### src/design/tart_pkg.sv
`default_nettype none

package tart_pkg;

   // --------------------
   // Sizes
   // --------------------
   localparam int SAMPLE_W      = 24;  // One bit per antenna
   localparam int DEF_BLOCK_LEN = 64;  // Samples per acquisition block
   localparam int DEF_BUF_DEPTH = 8;   // Block buffer entries
   localparam int DEF_ADDR_W    = 6;   // Sample store address bits

   // --------------------
   // Data path types
   // --------------------

   // One antenna sample plus end-of-block marker
   typedef struct packed {
      logic [SAMPLE_W-1:0] data;  // Antenna word, or fake counter
      logic                last;  // Final sample of the block
   } aq_sample_t;

   // Wishbone classic master outputs
   typedef struct packed {
      logic                cyc;
      logic                stb;
      logic                we;
      logic [15:0]         adr;  // Store decodes low bits only
      logic [SAMPLE_W-1:0] dat;
   } wb_req_t;

   // --------------------
   // State machines
   // --------------------

   // Capture side
   typedef enum logic [1:0] {
      CAP_IDLE,  // Nothing since reset
      CAP_RUN,   // Taking strobes
      CAP_DONE   // Block captured, wait for start
   } cap_state_e;

   // Store side
   typedef enum logic [1:0] {
      SCH_IDLE,   // Nothing since reset
      SCH_POP,    // Wait for head, pop it
      SCH_WRITE,  // Wishbone write in flight
      SCH_DONE    // Block stored, aq_done held
   } sch_state_e;

endpackage

`default_nettype wire
### src/design/tart_acquire_top.sv
`timescale 1ns/10ps
`default_nettype none

module tart_acquire_top #(
   parameter int BLOCK_LEN = tart_pkg::DEF_BLOCK_LEN,
   parameter int BUF_DEPTH = tart_pkg::DEF_BUF_DEPTH,
   parameter int ADDR_W    = tart_pkg::DEF_ADDR_W
) (
   input  wire logic                          fpga_clk,
   input  wire logic                          rst_n,
   input  wire logic [tart_pkg::SAMPLE_W-1:0] antenna,     // Radio data, 24 antennas
   input  wire logic                          sample_stb,
   input  wire logic                          start_aq,
   input  wire logic                          fake_src,
   output logic                               aq_busy,
   output logic                               aq_done,
   output logic                               overflow,
   input  wire logic                          rd_en,
   input  wire logic [ADDR_W-1:0]             rd_addr,
   output logic [tart_pkg::SAMPLE_W-1:0]      rd_data,
   output logic                               rd_valid
);

   // --------------------
   // Interconnect
   // --------------------
   logic                 push;
   logic                 full;
   logic                 empty;
   logic                 pop;
   logic                 ack;
   logic                 capturing;
   logic                 writing;
   logic                 start_ok;  // Start honored only when idle
   tart_pkg::aq_sample_t cap_sample;
   tart_pkg::aq_sample_t head;
   tart_pkg::wb_req_t    wb;

   assign aq_busy  = capturing || writing;
   assign start_ok = start_aq && !aq_busy;

   // Producer
   sample_capture #(.BLOCK_LEN(BLOCK_LEN)) cap0 (
      .fpga_clk(fpga_clk), .rst_n(rst_n),
      .antenna(antenna), .sample_stb(sample_stb),
      .start_aq(start_ok), .fake_src(fake_src),
      .full(full), .push(push), .sample(cap_sample),
      .capturing(capturing), .overflow(overflow)
   );

   block_buffer #(.DEPTH(BUF_DEPTH)) buf0 (
      .fpga_clk(fpga_clk), .rst_n(rst_n),
      .push(push), .wr_sample(cap_sample),
      .pop(pop), .rd_sample(head),
      .full(full), .empty(empty)
   );

   // Consumer, Wishbone master
   aq_scheduler #(.ADDR_W(ADDR_W)) sch0 (
      .fpga_clk(fpga_clk), .rst_n(rst_n),
      .start_aq(start_ok), .empty(empty), .head(head),
      .pop(pop), .wb(wb), .ack(ack),
      .writing(writing), .aq_done(aq_done)
   );

   sample_store #(.ADDR_W(ADDR_W)) store0 (
      .fpga_clk(fpga_clk), .rst_n(rst_n),
      .wb(wb), .ack(ack),
      .rd_en(rd_en), .rd_addr(rd_addr),
      .rd_data(rd_data), .rd_valid(rd_valid)
   );

endmodule

`default_nettype wire

### src/design/sample_store.sv
`timescale 1ns/10ps
`default_nettype none

module sample_store #(
   parameter int ADDR_W = tart_pkg::DEF_ADDR_W
) (
   input  wire logic                          fpga_clk,
   input  wire logic                          rst_n,
   input  wire tart_pkg::wb_req_t             wb,
   output logic                               ack,
   input  wire logic                          rd_en,
   input  wire logic [ADDR_W-1:0]             rd_addr,
   output logic [tart_pkg::SAMPLE_W-1:0]      rd_data,
   output logic                               rd_valid
);

   localparam int WORDS = 2 ** ADDR_W;

   logic [tart_pkg::SAMPLE_W-1:0] mem [WORDS];
   logic                          wb_hit;  // First cycle of a request

   // ack still low means this request has not been served
   assign wb_hit = wb.cyc && wb.stb && !ack;

   // --------------------
   // Wishbone side
   // --------------------
   always_ff @(posedge fpga_clk)
   begin
      if (wb_hit && wb.we)
         mem[wb.adr[ADDR_W-1:0]] <= wb.dat;  // Upper address bits ignored
   end

   // Registered single-cycle ack
   always_ff @(posedge fpga_clk)
   begin
      if (!rst_n)
         ack <= 1'b0;
      else
         ack <= wb_hit;
   end

   // --------------------
   // Host read side
   // --------------------
   always_ff @(posedge fpga_clk)
   begin
      if (rd_en)
         rd_data <= mem[rd_addr];
   end

   always_ff @(posedge fpga_clk)
   begin
      if (!rst_n)
         rd_valid <= 1'b0;
      else
         rd_valid <= rd_en;  // Data one cycle after request
   end

   // One ack per request, master must drop stb after it
   a_single_ack : assert property (@(posedge fpga_clk) disable iff (!rst_n)
      ack |=> !wb.stb);

endmodule

`default_nettype wire

### src/design/aq_scheduler.sv
`timescale 1ns/10ps
`default_nettype none

module aq_scheduler #(
   parameter int ADDR_W = tart_pkg::DEF_ADDR_W
) (
   input  wire logic                 fpga_clk,
   input  wire logic                 rst_n,
   input  wire logic                 start_aq,  // Already gated by busy
   input  wire logic                 empty,
   input  wire tart_pkg::aq_sample_t head,
   output logic                      pop,
   output tart_pkg::wb_req_t         wb,
   input  wire logic                 ack,
   output logic                      writing,   // Block in progress on store side
   output logic                      aq_done
);

   tart_pkg::sch_state_e          state;
   logic [ADDR_W-1:0]             addr_q;  // Next store address
   logic [tart_pkg::SAMPLE_W-1:0] dat_q;   // Sample being written
   logic                          last_q;  // It closes the block

   // --------------------
   // Outputs
   // --------------------
   assign pop = (state == tart_pkg::SCH_POP) && !empty;

   // Bus held from the state register, so stable until ack
   always_comb
   begin
      wb.cyc = (state == tart_pkg::SCH_WRITE);
      wb.stb = (state == tart_pkg::SCH_WRITE);
      wb.we  = (state == tart_pkg::SCH_WRITE);  // Write only
      wb.adr = 16'(addr_q);
      wb.dat = dat_q;
   end

   assign writing = (state == tart_pkg::SCH_POP) || (state == tart_pkg::SCH_WRITE);
   assign aq_done = (state == tart_pkg::SCH_DONE);

   // Head captured at the pop
   always_ff @(posedge fpga_clk)
   begin
      if (pop)
      begin
         dat_q  <= head.data;
         last_q <= head.last;
      end
   end

   // --------------------
   // FSM, three cycles per sample
   // --------------------
   always_ff @(posedge fpga_clk)
   begin
      if (!rst_n)
      begin
         state  <= tart_pkg::SCH_IDLE;
         addr_q <= '0;
      end
      else if (start_aq)
      begin
         state  <= tart_pkg::SCH_POP;  // Also clears aq_done
         addr_q <= '0;
      end
      else
      begin
         case (state)
            tart_pkg::SCH_POP:
               if (!empty)
                  state <= tart_pkg::SCH_WRITE;  // stb next cycle
            tart_pkg::SCH_WRITE:
               if (ack)
               begin
                  addr_q <= addr_q + 1'b1;
                  state  <= last_q ? tart_pkg::SCH_DONE : tart_pkg::SCH_POP;
               end
            default:
               state <= state;  // IDLE and DONE wait for start
         endcase
      end
   end

   // Slave only answers an open request
   a_ack_in_cycle : assert property (@(posedge fpga_clk) disable iff (!rst_n)
      ack |-> (wb.cyc && wb.stb));

   // Classic handshake, request frozen until the slave answers
   a_wb_stable : assert property (@(posedge fpga_clk) disable iff (!rst_n)
      (wb.stb && !ack) |=> $stable(wb));

endmodule

`default_nettype wire

### src/design/block_buffer.sv
`timescale 1ns/10ps
`default_nettype none

module block_buffer #(
   parameter int DEPTH = tart_pkg::DEF_BUF_DEPTH
) (
   input  wire logic                 fpga_clk,
   input  wire logic                 rst_n,
   input  wire logic                 push,
   input  wire tart_pkg::aq_sample_t wr_sample,
   input  wire logic                 pop,
   output tart_pkg::aq_sample_t      rd_sample,  // Head, valid while !empty
   output logic                      full,
   output logic                      empty
);

   localparam int PTR_W = (DEPTH > 1) ? $clog2(DEPTH) : 1;
   localparam int CNT_W = $clog2(DEPTH + 1);

   tart_pkg::aq_sample_t mem [DEPTH];
   logic [PTR_W-1:0]     wr_ptr;
   logic [PTR_W-1:0]     rd_ptr;
   logic [CNT_W-1:0]     count;   // Occupancy
   logic                 wr_ok;
   logic                 rd_ok;

   assign wr_ok = push && !full;  // Push into a full buffer is dropped here
   assign rd_ok = pop && !empty;
   assign full  = (count == CNT_W'(DEPTH));
   assign empty = (count == '0);

   // Show-ahead read
   assign rd_sample = mem[rd_ptr];

   // --------------------
   // Storage
   // --------------------
   always_ff @(posedge fpga_clk)
   begin
      if (wr_ok)
         mem[wr_ptr] <= wr_sample;
   end

   // Pointers wrap at DEPTH, not at a power of two
   always_ff @(posedge fpga_clk)
   begin
      if (!rst_n)
      begin
         wr_ptr <= '0;
         rd_ptr <= '0;
         count  <= '0;
      end
      else
      begin
         if (wr_ok)
            wr_ptr <= (wr_ptr == PTR_W'(DEPTH - 1)) ? '0 : wr_ptr + 1'b1;
         if (rd_ok)
            rd_ptr <= (rd_ptr == PTR_W'(DEPTH - 1)) ? '0 : rd_ptr + 1'b1;
         case ({wr_ok, rd_ok})
            2'b10:   count <= count + 1'b1;
            2'b01:   count <= count - 1'b1;
            default: count <= count;  // Both or neither
         endcase
      end
   end

   // Consumer must wait for data
   a_no_pop_empty : assert property (@(posedge fpga_clk) disable iff (!rst_n)
      pop |-> !empty);

   // Occupancy never passes DEPTH, so no push into a full buffer was taken
   a_no_push_full : assert property (@(posedge fpga_clk) disable iff (!rst_n)
      count <= CNT_W'(DEPTH));

endmodule

`default_nettype wire

### src/design/sample_capture.sv
`timescale 1ns/10ps
`default_nettype none

module sample_capture #(
   parameter int BLOCK_LEN = tart_pkg::DEF_BLOCK_LEN
) (
   input  wire logic                          fpga_clk,
   input  wire logic                          rst_n,
   input  wire logic [tart_pkg::SAMPLE_W-1:0] antenna,
   input  wire logic                          sample_stb,
   input  wire logic                          start_aq,   // Already gated by busy
   input  wire logic                          fake_src,   // 1 selects debug counter
   input  wire logic                          full,
   output logic                               push,
   output tart_pkg::aq_sample_t               sample,
   output logic                               capturing,
   output logic                               overflow    // Sticky until next start
);

   localparam int CNT_W = $clog2(BLOCK_LEN + 1);

   tart_pkg::cap_state_e          state;
   logic [tart_pkg::SAMPLE_W-1:0] ant_q;     // I/O register
   logic                          stb_q;     // Strobe, aligned with ant_q
   logic [tart_pkg::SAMPLE_W-1:0] fake_cnt;  // Fake telescope
   logic [CNT_W-1:0]              acc_cnt;   // Accepted samples so far
   logic                          accept;

   // --------------------
   // I/O stage
   // --------------------
   always_ff @(posedge fpga_clk)
   begin
      ant_q <= antenna;  // Payload only
   end

   always_ff @(posedge fpga_clk)
   begin
      if (!rst_n)
         stb_q <= 1'b0;
      else
         stb_q <= sample_stb;
   end

   // --------------------
   // Source select and push
   // --------------------
   assign push        = stb_q && (state == tart_pkg::CAP_RUN);
   assign accept      = push && !full;   // Refused samples do not count
   assign sample.data = fake_src ? fake_cnt : ant_q;
   assign sample.last = (acc_cnt == CNT_W'(BLOCK_LEN - 1));
   assign capturing   = (state == tart_pkg::CAP_RUN);

   // Block FSM, fake counter, overflow flag
   always_ff @(posedge fpga_clk)
   begin
      if (!rst_n)
      begin
         state    <= tart_pkg::CAP_IDLE;
         fake_cnt <= '0;
         acc_cnt  <= '0;
         overflow <= 1'b0;
      end
      else if (start_aq)
      begin
         state    <= tart_pkg::CAP_RUN;  // Next edge, no matter where we were
         fake_cnt <= '0;
         acc_cnt  <= '0;
         overflow <= 1'b0;
      end
      else if (state == tart_pkg::CAP_RUN && stb_q)
      begin
         fake_cnt <= fake_cnt + 1'b1;  // Counts every strobe, kept or not
         if (full)
            overflow <= 1'b1;          // Sample dropped
         else
         begin
            acc_cnt <= acc_cnt + 1'b1;
            if (sample.last)
               state <= tart_pkg::CAP_DONE;
         end
      end
   end

   // Nothing reaches the buffer once the block is closed
   a_push_in_run : assert property (@(posedge fpga_clk) disable iff (!rst_n)
      accept |-> (acc_cnt < CNT_W'(BLOCK_LEN)));

endmodule

`default_nettype wire

### config.mk
export PLATFORM = sky130hd
export DESIGN_NAME = tart_acquire_top
export DESIGN_NICKNAME = d
export VERILOG_FILES = /design/src/design/tart_pkg.sv /design/src/design/tart_acquire_top.sv /design/src/design/sample_store.sv /design/src/design/aq_scheduler.sv /design/src/design/block_buffer.sv /design/src/design/sample_capture.sv
export SDC_FILE = /design/constraint.sdc
export NUM_CORES = 2
export LEC_CHECK = 0
export ABC_CLOCK_PERIOD_IN_PS = 4400
export BUFFER_PORTS_ARGS = -buffer_cell sky130_fd_sc_hd__buf_2
export CAP_MARGIN = 20
export CORE_MARGIN = 2
export CORE_UTILIZATION = 55
export DETAILED_ROUTE_END_ITERATION = 16
export PLACE_DENSITY = 0.68
export SETUP_SLACK_MARGIN = 0.5
export SYNTH_ARGS = -nofsm -noshare
export SYNTH_HDL_FRONTEND = slang
export SYNTH_HIERARCHICAL = 1
export SYNTH_SLANG_ARGS = --single-unit
### constraint.sdc
create_clock -name fpga_clk -period 4.4 [get_ports fpga_clk]
set_input_delay 0.66 -clock fpga_clk [delete_from_list [all_inputs] [get_ports fpga_clk]]
set_output_delay 0.66 -clock fpga_clk [all_outputs]
set_load 0.05 [all_outputs]
; Word level (Yosys, flattened, before mapping)
; Memories as Yosys holds them, arrays and structs flattened. A register that Yosys moved wholly into a read port is not among the register bits.
; Index checks and enable logic that the tools add are counted.
[totals]
ramBits = 1736
memories = 2
regBits = 79
wordCells = 85
inputBits = 36
[op_classes]
muxes = 17
reduce_logical = 27
eq_ne = 15
bitwise_logic = 2
addsub = 7
[mem_list]
columns = memory, depth, width, read_ports, rd_clocked_by_memory_dff, write_ports, line_no
row1 = store0.mem, 64, 24, 1, 1, 1, sample_store.sv:19  ; logic [tart_pkg::SAMPLE_W-1:0] mem [WORDS];
row2 = buf0.mem, 8, 25, 1, 1, 1, block_buffer.sv:20  ; tart_pkg::aq_sample_t mem [DEPTH];
[op_table]
columns = cell, count
row1 = 24-bit by 1-bit adder with 24-bit output (second input constant), 1
row2 = 24-bit 2-to-1 mux, 1
row3 = 3-bit AND reduction, 4
row4 = 1-bit 2-to-1 mux, 9
row5 = 4-bit case mux with 2 select lines, 1
row6 = 2-bit nonzero test, 4
row7 = 7-bit by 1-bit adder with 7-bit output (second input constant), 1
row8 = 7-bit by 6-bit equality test with 1-bit output (second input constant), 1
row9 = 1-bit logical AND, 7
row10 = 3-bit by 1-bit adder with 3-bit output (second input constant), 2
row11 = 6-bit by 1-bit adder with 6-bit output (second input constant), 1
row12 = 2-bit by 1-bit equality test with 1-bit output (second input constant), 3
row13 = 2-bit equality test (second input constant), 3
row14 = 3-bit equality test (second input constant), 2
row15 = 2-bit 2-to-1 mux, 3
row16 = 3-bit 2-to-1 mux, 2
row17 = 3-bit inequality test (second input constant), 2
row18 = 2-bit AND reduction, 3
row19 = 4-bit by 1-bit adder with 4-bit output (second input constant), 1
row20 = 4-bit equality test (second input constant), 1
row21 = 1-bit zero test, 4
row22 = 4-bit zero test, 1
row23 = 2-bit inequality test (second input constant), 2
row24 = 2-bit case mux with 2 select lines, 1
row25 = other kinds (6), 8

; Longest topological paths before layout
[depth]
ltp_word = 7
depth_mapped = 12
mapped_depth_nobuf = 12

; Modules after synthesis
; The synthesis kept the hierarchy.
[modules_own_cells]
columns = mod, area_each_um2, instances, cells_per_inst, seq_area_each_um2
row1 = sample_store, 59428.2, 1, 2564, 46885.0
row2 = block_buffer, 8232.9, 1, 369, 6266.0
row3 = sample_capture, 2351.0, 1, 230, 1181.1
row4 = aq_scheduler, 1258.7, 1, 86, 910.9
row5 = tart_acquire_top, 13.8, 1, 2, 0.0

; Worst setup path after synthesis
; OpenSTA, ideal clock, no wires.
[synth_path]
path_kind = register to register
startpoint = register cap0.state[1]
endpoint = memory buf0/mem[0][0] (netlist bit) (enable)
stages_incl_launch_ff = 6
t_arrival_ns = 3.527
setup_slack_ns = 0.403
n_path_buf = 1
synth_period_minus_slack_ns = 3.997
setup_ns = 0.470
cell_sequence = dfxtp_1 nand3b_1 inv_2 a21bo_1 buf_4 nor4_1
[synth_between]
elab_chain_len = 5
[synth_rtl]
columns = element, line_no
row1 = start: declaration, sample_capture.sv:22  ; tart_pkg::cap_state_e state;
row2 = start signal: assignment, sample_capture.sv:59  ; state <= tart_pkg::CAP_IDLE;
row3 = start signal: assignment, sample_capture.sv:66  ; state <= tart_pkg::CAP_RUN;
row4 = start signal: assignment, sample_capture.sv:80  ; state <= tart_pkg::CAP_DONE;
row5 = 2-bit by 1-bit equality test with 1-bit output, sample_capture.sv:48  ; assign push = stb_q && (state == tart_pkg::CAP_RUN);
row6 = 1-bit logical AND, sample_capture.sv:48
row7 = net push, tart_acquire_top.sv:27  ; logic push;
row8 = 1-bit logical AND, block_buffer.sv:27  ; assign wr_ok = push && !full;
row9 = 1-bit 2-to-1 mux, block_buffer.sv:40  ; if (wr_ok)
row10 = 1-bit 2-to-1 mux (implied by the code), block_buffer.sv:41  ; mem[wr_ptr] <= wr_sample;
row11 = end: declaration, block_buffer.sv:20
; The timed path passes the listed nets, and every way through them passes these cells.

==> flow_summary.ini <==
[place]
dp_hpwl_mm = 94.0
dpl-instance-area_um2 = 74500
port_buffers = 63
place_congestion = 0.822

[route]
drtAntennaViolNets = 0
drc_errors = 0
dr.first_iter.drc_count = 4257
via_per_inst = 6.34
totalWireLength_mm = 164
via_count = 34385
dr.pass1.iters = 5
wl_per_cell_um = 30.3

[clock_tree]
cts_sinks = 1867
clkSlewWorstSetupHoldPaths_ns = 0.06
cts_buffer_depth = 3
cts_resized = 0
h-tree-depth = 4
tritoncts = done
clk_latency_ns = 0.82
post_cts_buffers = 0
cts_inserted_buffers = 179
hold_buffers = 25
cts-root-buf = clkbuf_16

[global_routing]
grt-ovfl-total = 0
grt_first_pass_wirelength_mm = 240
grt_max_degree = 65
track_usage_pct = 25.4
first_global_vias = 35165
antenna_found_initial = 3

[timing]
slew_violations = 0
whs_ns = 0.313
fin_crit_sh_pct = 78.3
rsz0062_at_grt = false
tightest_slew_ns = 1.16
worst_slew_margin_rel_pct = 22.8
finClkSkew_ns = 0.0366
setup_viol = 0
tns_ns = 0
period_minus_slack_ns = 3.45
fmax_ghz = 0.290
hold_violations = 0

[synthesis]
ys_warn_count = 6
synth_area_per_cell_um2 = 22.0
synth.cell_area_um2 = 71200
syn_nets = 3289
syn_inst = 3240

[finish]
final_core_util_pct = 62.5
drive_gt1_share_pct = 29.4
fin_nets = 3580
stdcell_area_um2 = 80600
fill_cells = 8492
area_growth_pct = 13.2

[worst_setup_path]
worstPathMaxFanout = 15
crit_path_max_incr_delay_ns = 0.76
startpoint = sch0/state[1]
critPathBufInv = 1
arrival_ns = 3.93
r2r-start = sch0/state[1]
crit_path_cell_trace = ha_1, nor2b_1, nand3_1, nor2_1, nand2_1, nor2_2, buf_4
cpMaxStageDelayCell = nor2_2
cp.required_ns = 4.88
critPathCaptureType = flop
path_class = flop to flop
worstSetupStartpointType = flop
cp_top_family = simple AND/OR/NAND/NOR gates

[floorplanning]
fp-row-count = 132
start_util_pct = 55.2
die_h_um = 364
die_w_um = 364
core_area_um2 = 129000
ios = 64
dieArea_um2 = 132000

[run_status]
status = finished, final reports clean

[pwr]
leakage_nw = 25.4
power.density_nw_per_um2 = 442
ir_worst_vdd_mv = 0.430

[min_path]
hold_class = input port to flop
worst_hold_startpoint = rst_n

[job]
maxCapViolCount = 0
[registers in the layout (all words and copies together), names as in the netlist, named ones only]
| signal | cells |
|---|---|
| sch0/last_q | 1 |
| cap0/state | 2 |
| buf0/rd_ptr | 3 |
| cap0/stb_q | 1 |
| sch0/addr_q | 6 |
| sch0/dat_q | 24 |
| buf0/mem | 200 |
| cap0/ant_q | 24 |
| store0/ack | 1 |
| store0/rd_data | 24 |
| store0/mem | 1536 |
| cap0/acc_cnt | 7 |
| cap0/fake_cnt | 24 |
| store0/rd_valid | 1 |
| cap0/overflow | 1 |
| buf0/count | 4 |
| sch0/state | 2 |
| buf0/wr_ptr | 3 |
[layer usage]
metal | track usage, % | routed length, um
met1 | 35.9 | 64600
met2 | 40.6 | 79900
met3 | 4.69 | 14900
met4 | 8.26 | 4860
met5 | 0 | 0
[per-stage QoR]
step	setup slack, ns	std cells	total power [mW]
after global routing	0.857	5421	36.6
after global placement	0.416	5059	21.1
final	0.953	5422	35.7
after CTS	1.02	5415	35.9
after detailed placement	0.808	5061	21.2
after floorplan	0.792	3240	20.7
[report_power, final]
group	leakage, nW	internal (mW)	switching, mW
Combinational	5.86	0.587	0.876
Sequential	16.8	19.3	0.0360
Clock	2.76	8.35	6.48
Total	25.4	28.3	7.39
[worst paths after layout]
kind	to	slack [ns]	cells past startpoint
max reg2reg	store0/mem[51][13]	0.95	7
max	store0/mem[51][13]	0.95	7
min	cap0/state[0]	0.31	2
min reg2reg	flop	0.48	2
[cell type report]
cell class                      instances  area, um^2  share of cell area (%)
Sequential cell                      1867       55200                    68.5
Multi-Input combinational cell       1196       15200                    18.9
Clock buffer                          231        4780                    5.93
Tap cell                             1742        2180                    2.70
Inverter                                9        33.8                  0.0419
Timing Repair Buffer                  278        2280                    2.83
Antenna cell                            1        2.50                 0.00310
Clock inverter                         98         901                    1.12
[cell usage in the layout (no fill, tap or decap), drive strengths merged, types with 25 or more instances in the layout]
master and n:
edfxtp 1785, mux4 446, buf 253, clkbuf 231, nor2 123, dfxtp 82, clkinv 77, mux2i 69
o21ai 68, a21oi 54, mux2 49, nand2 44, a211oi 42, o22ai 36, nor2b 30, nor3 26
dlygate4sd3 25
(Power assumes the default switching activity.)
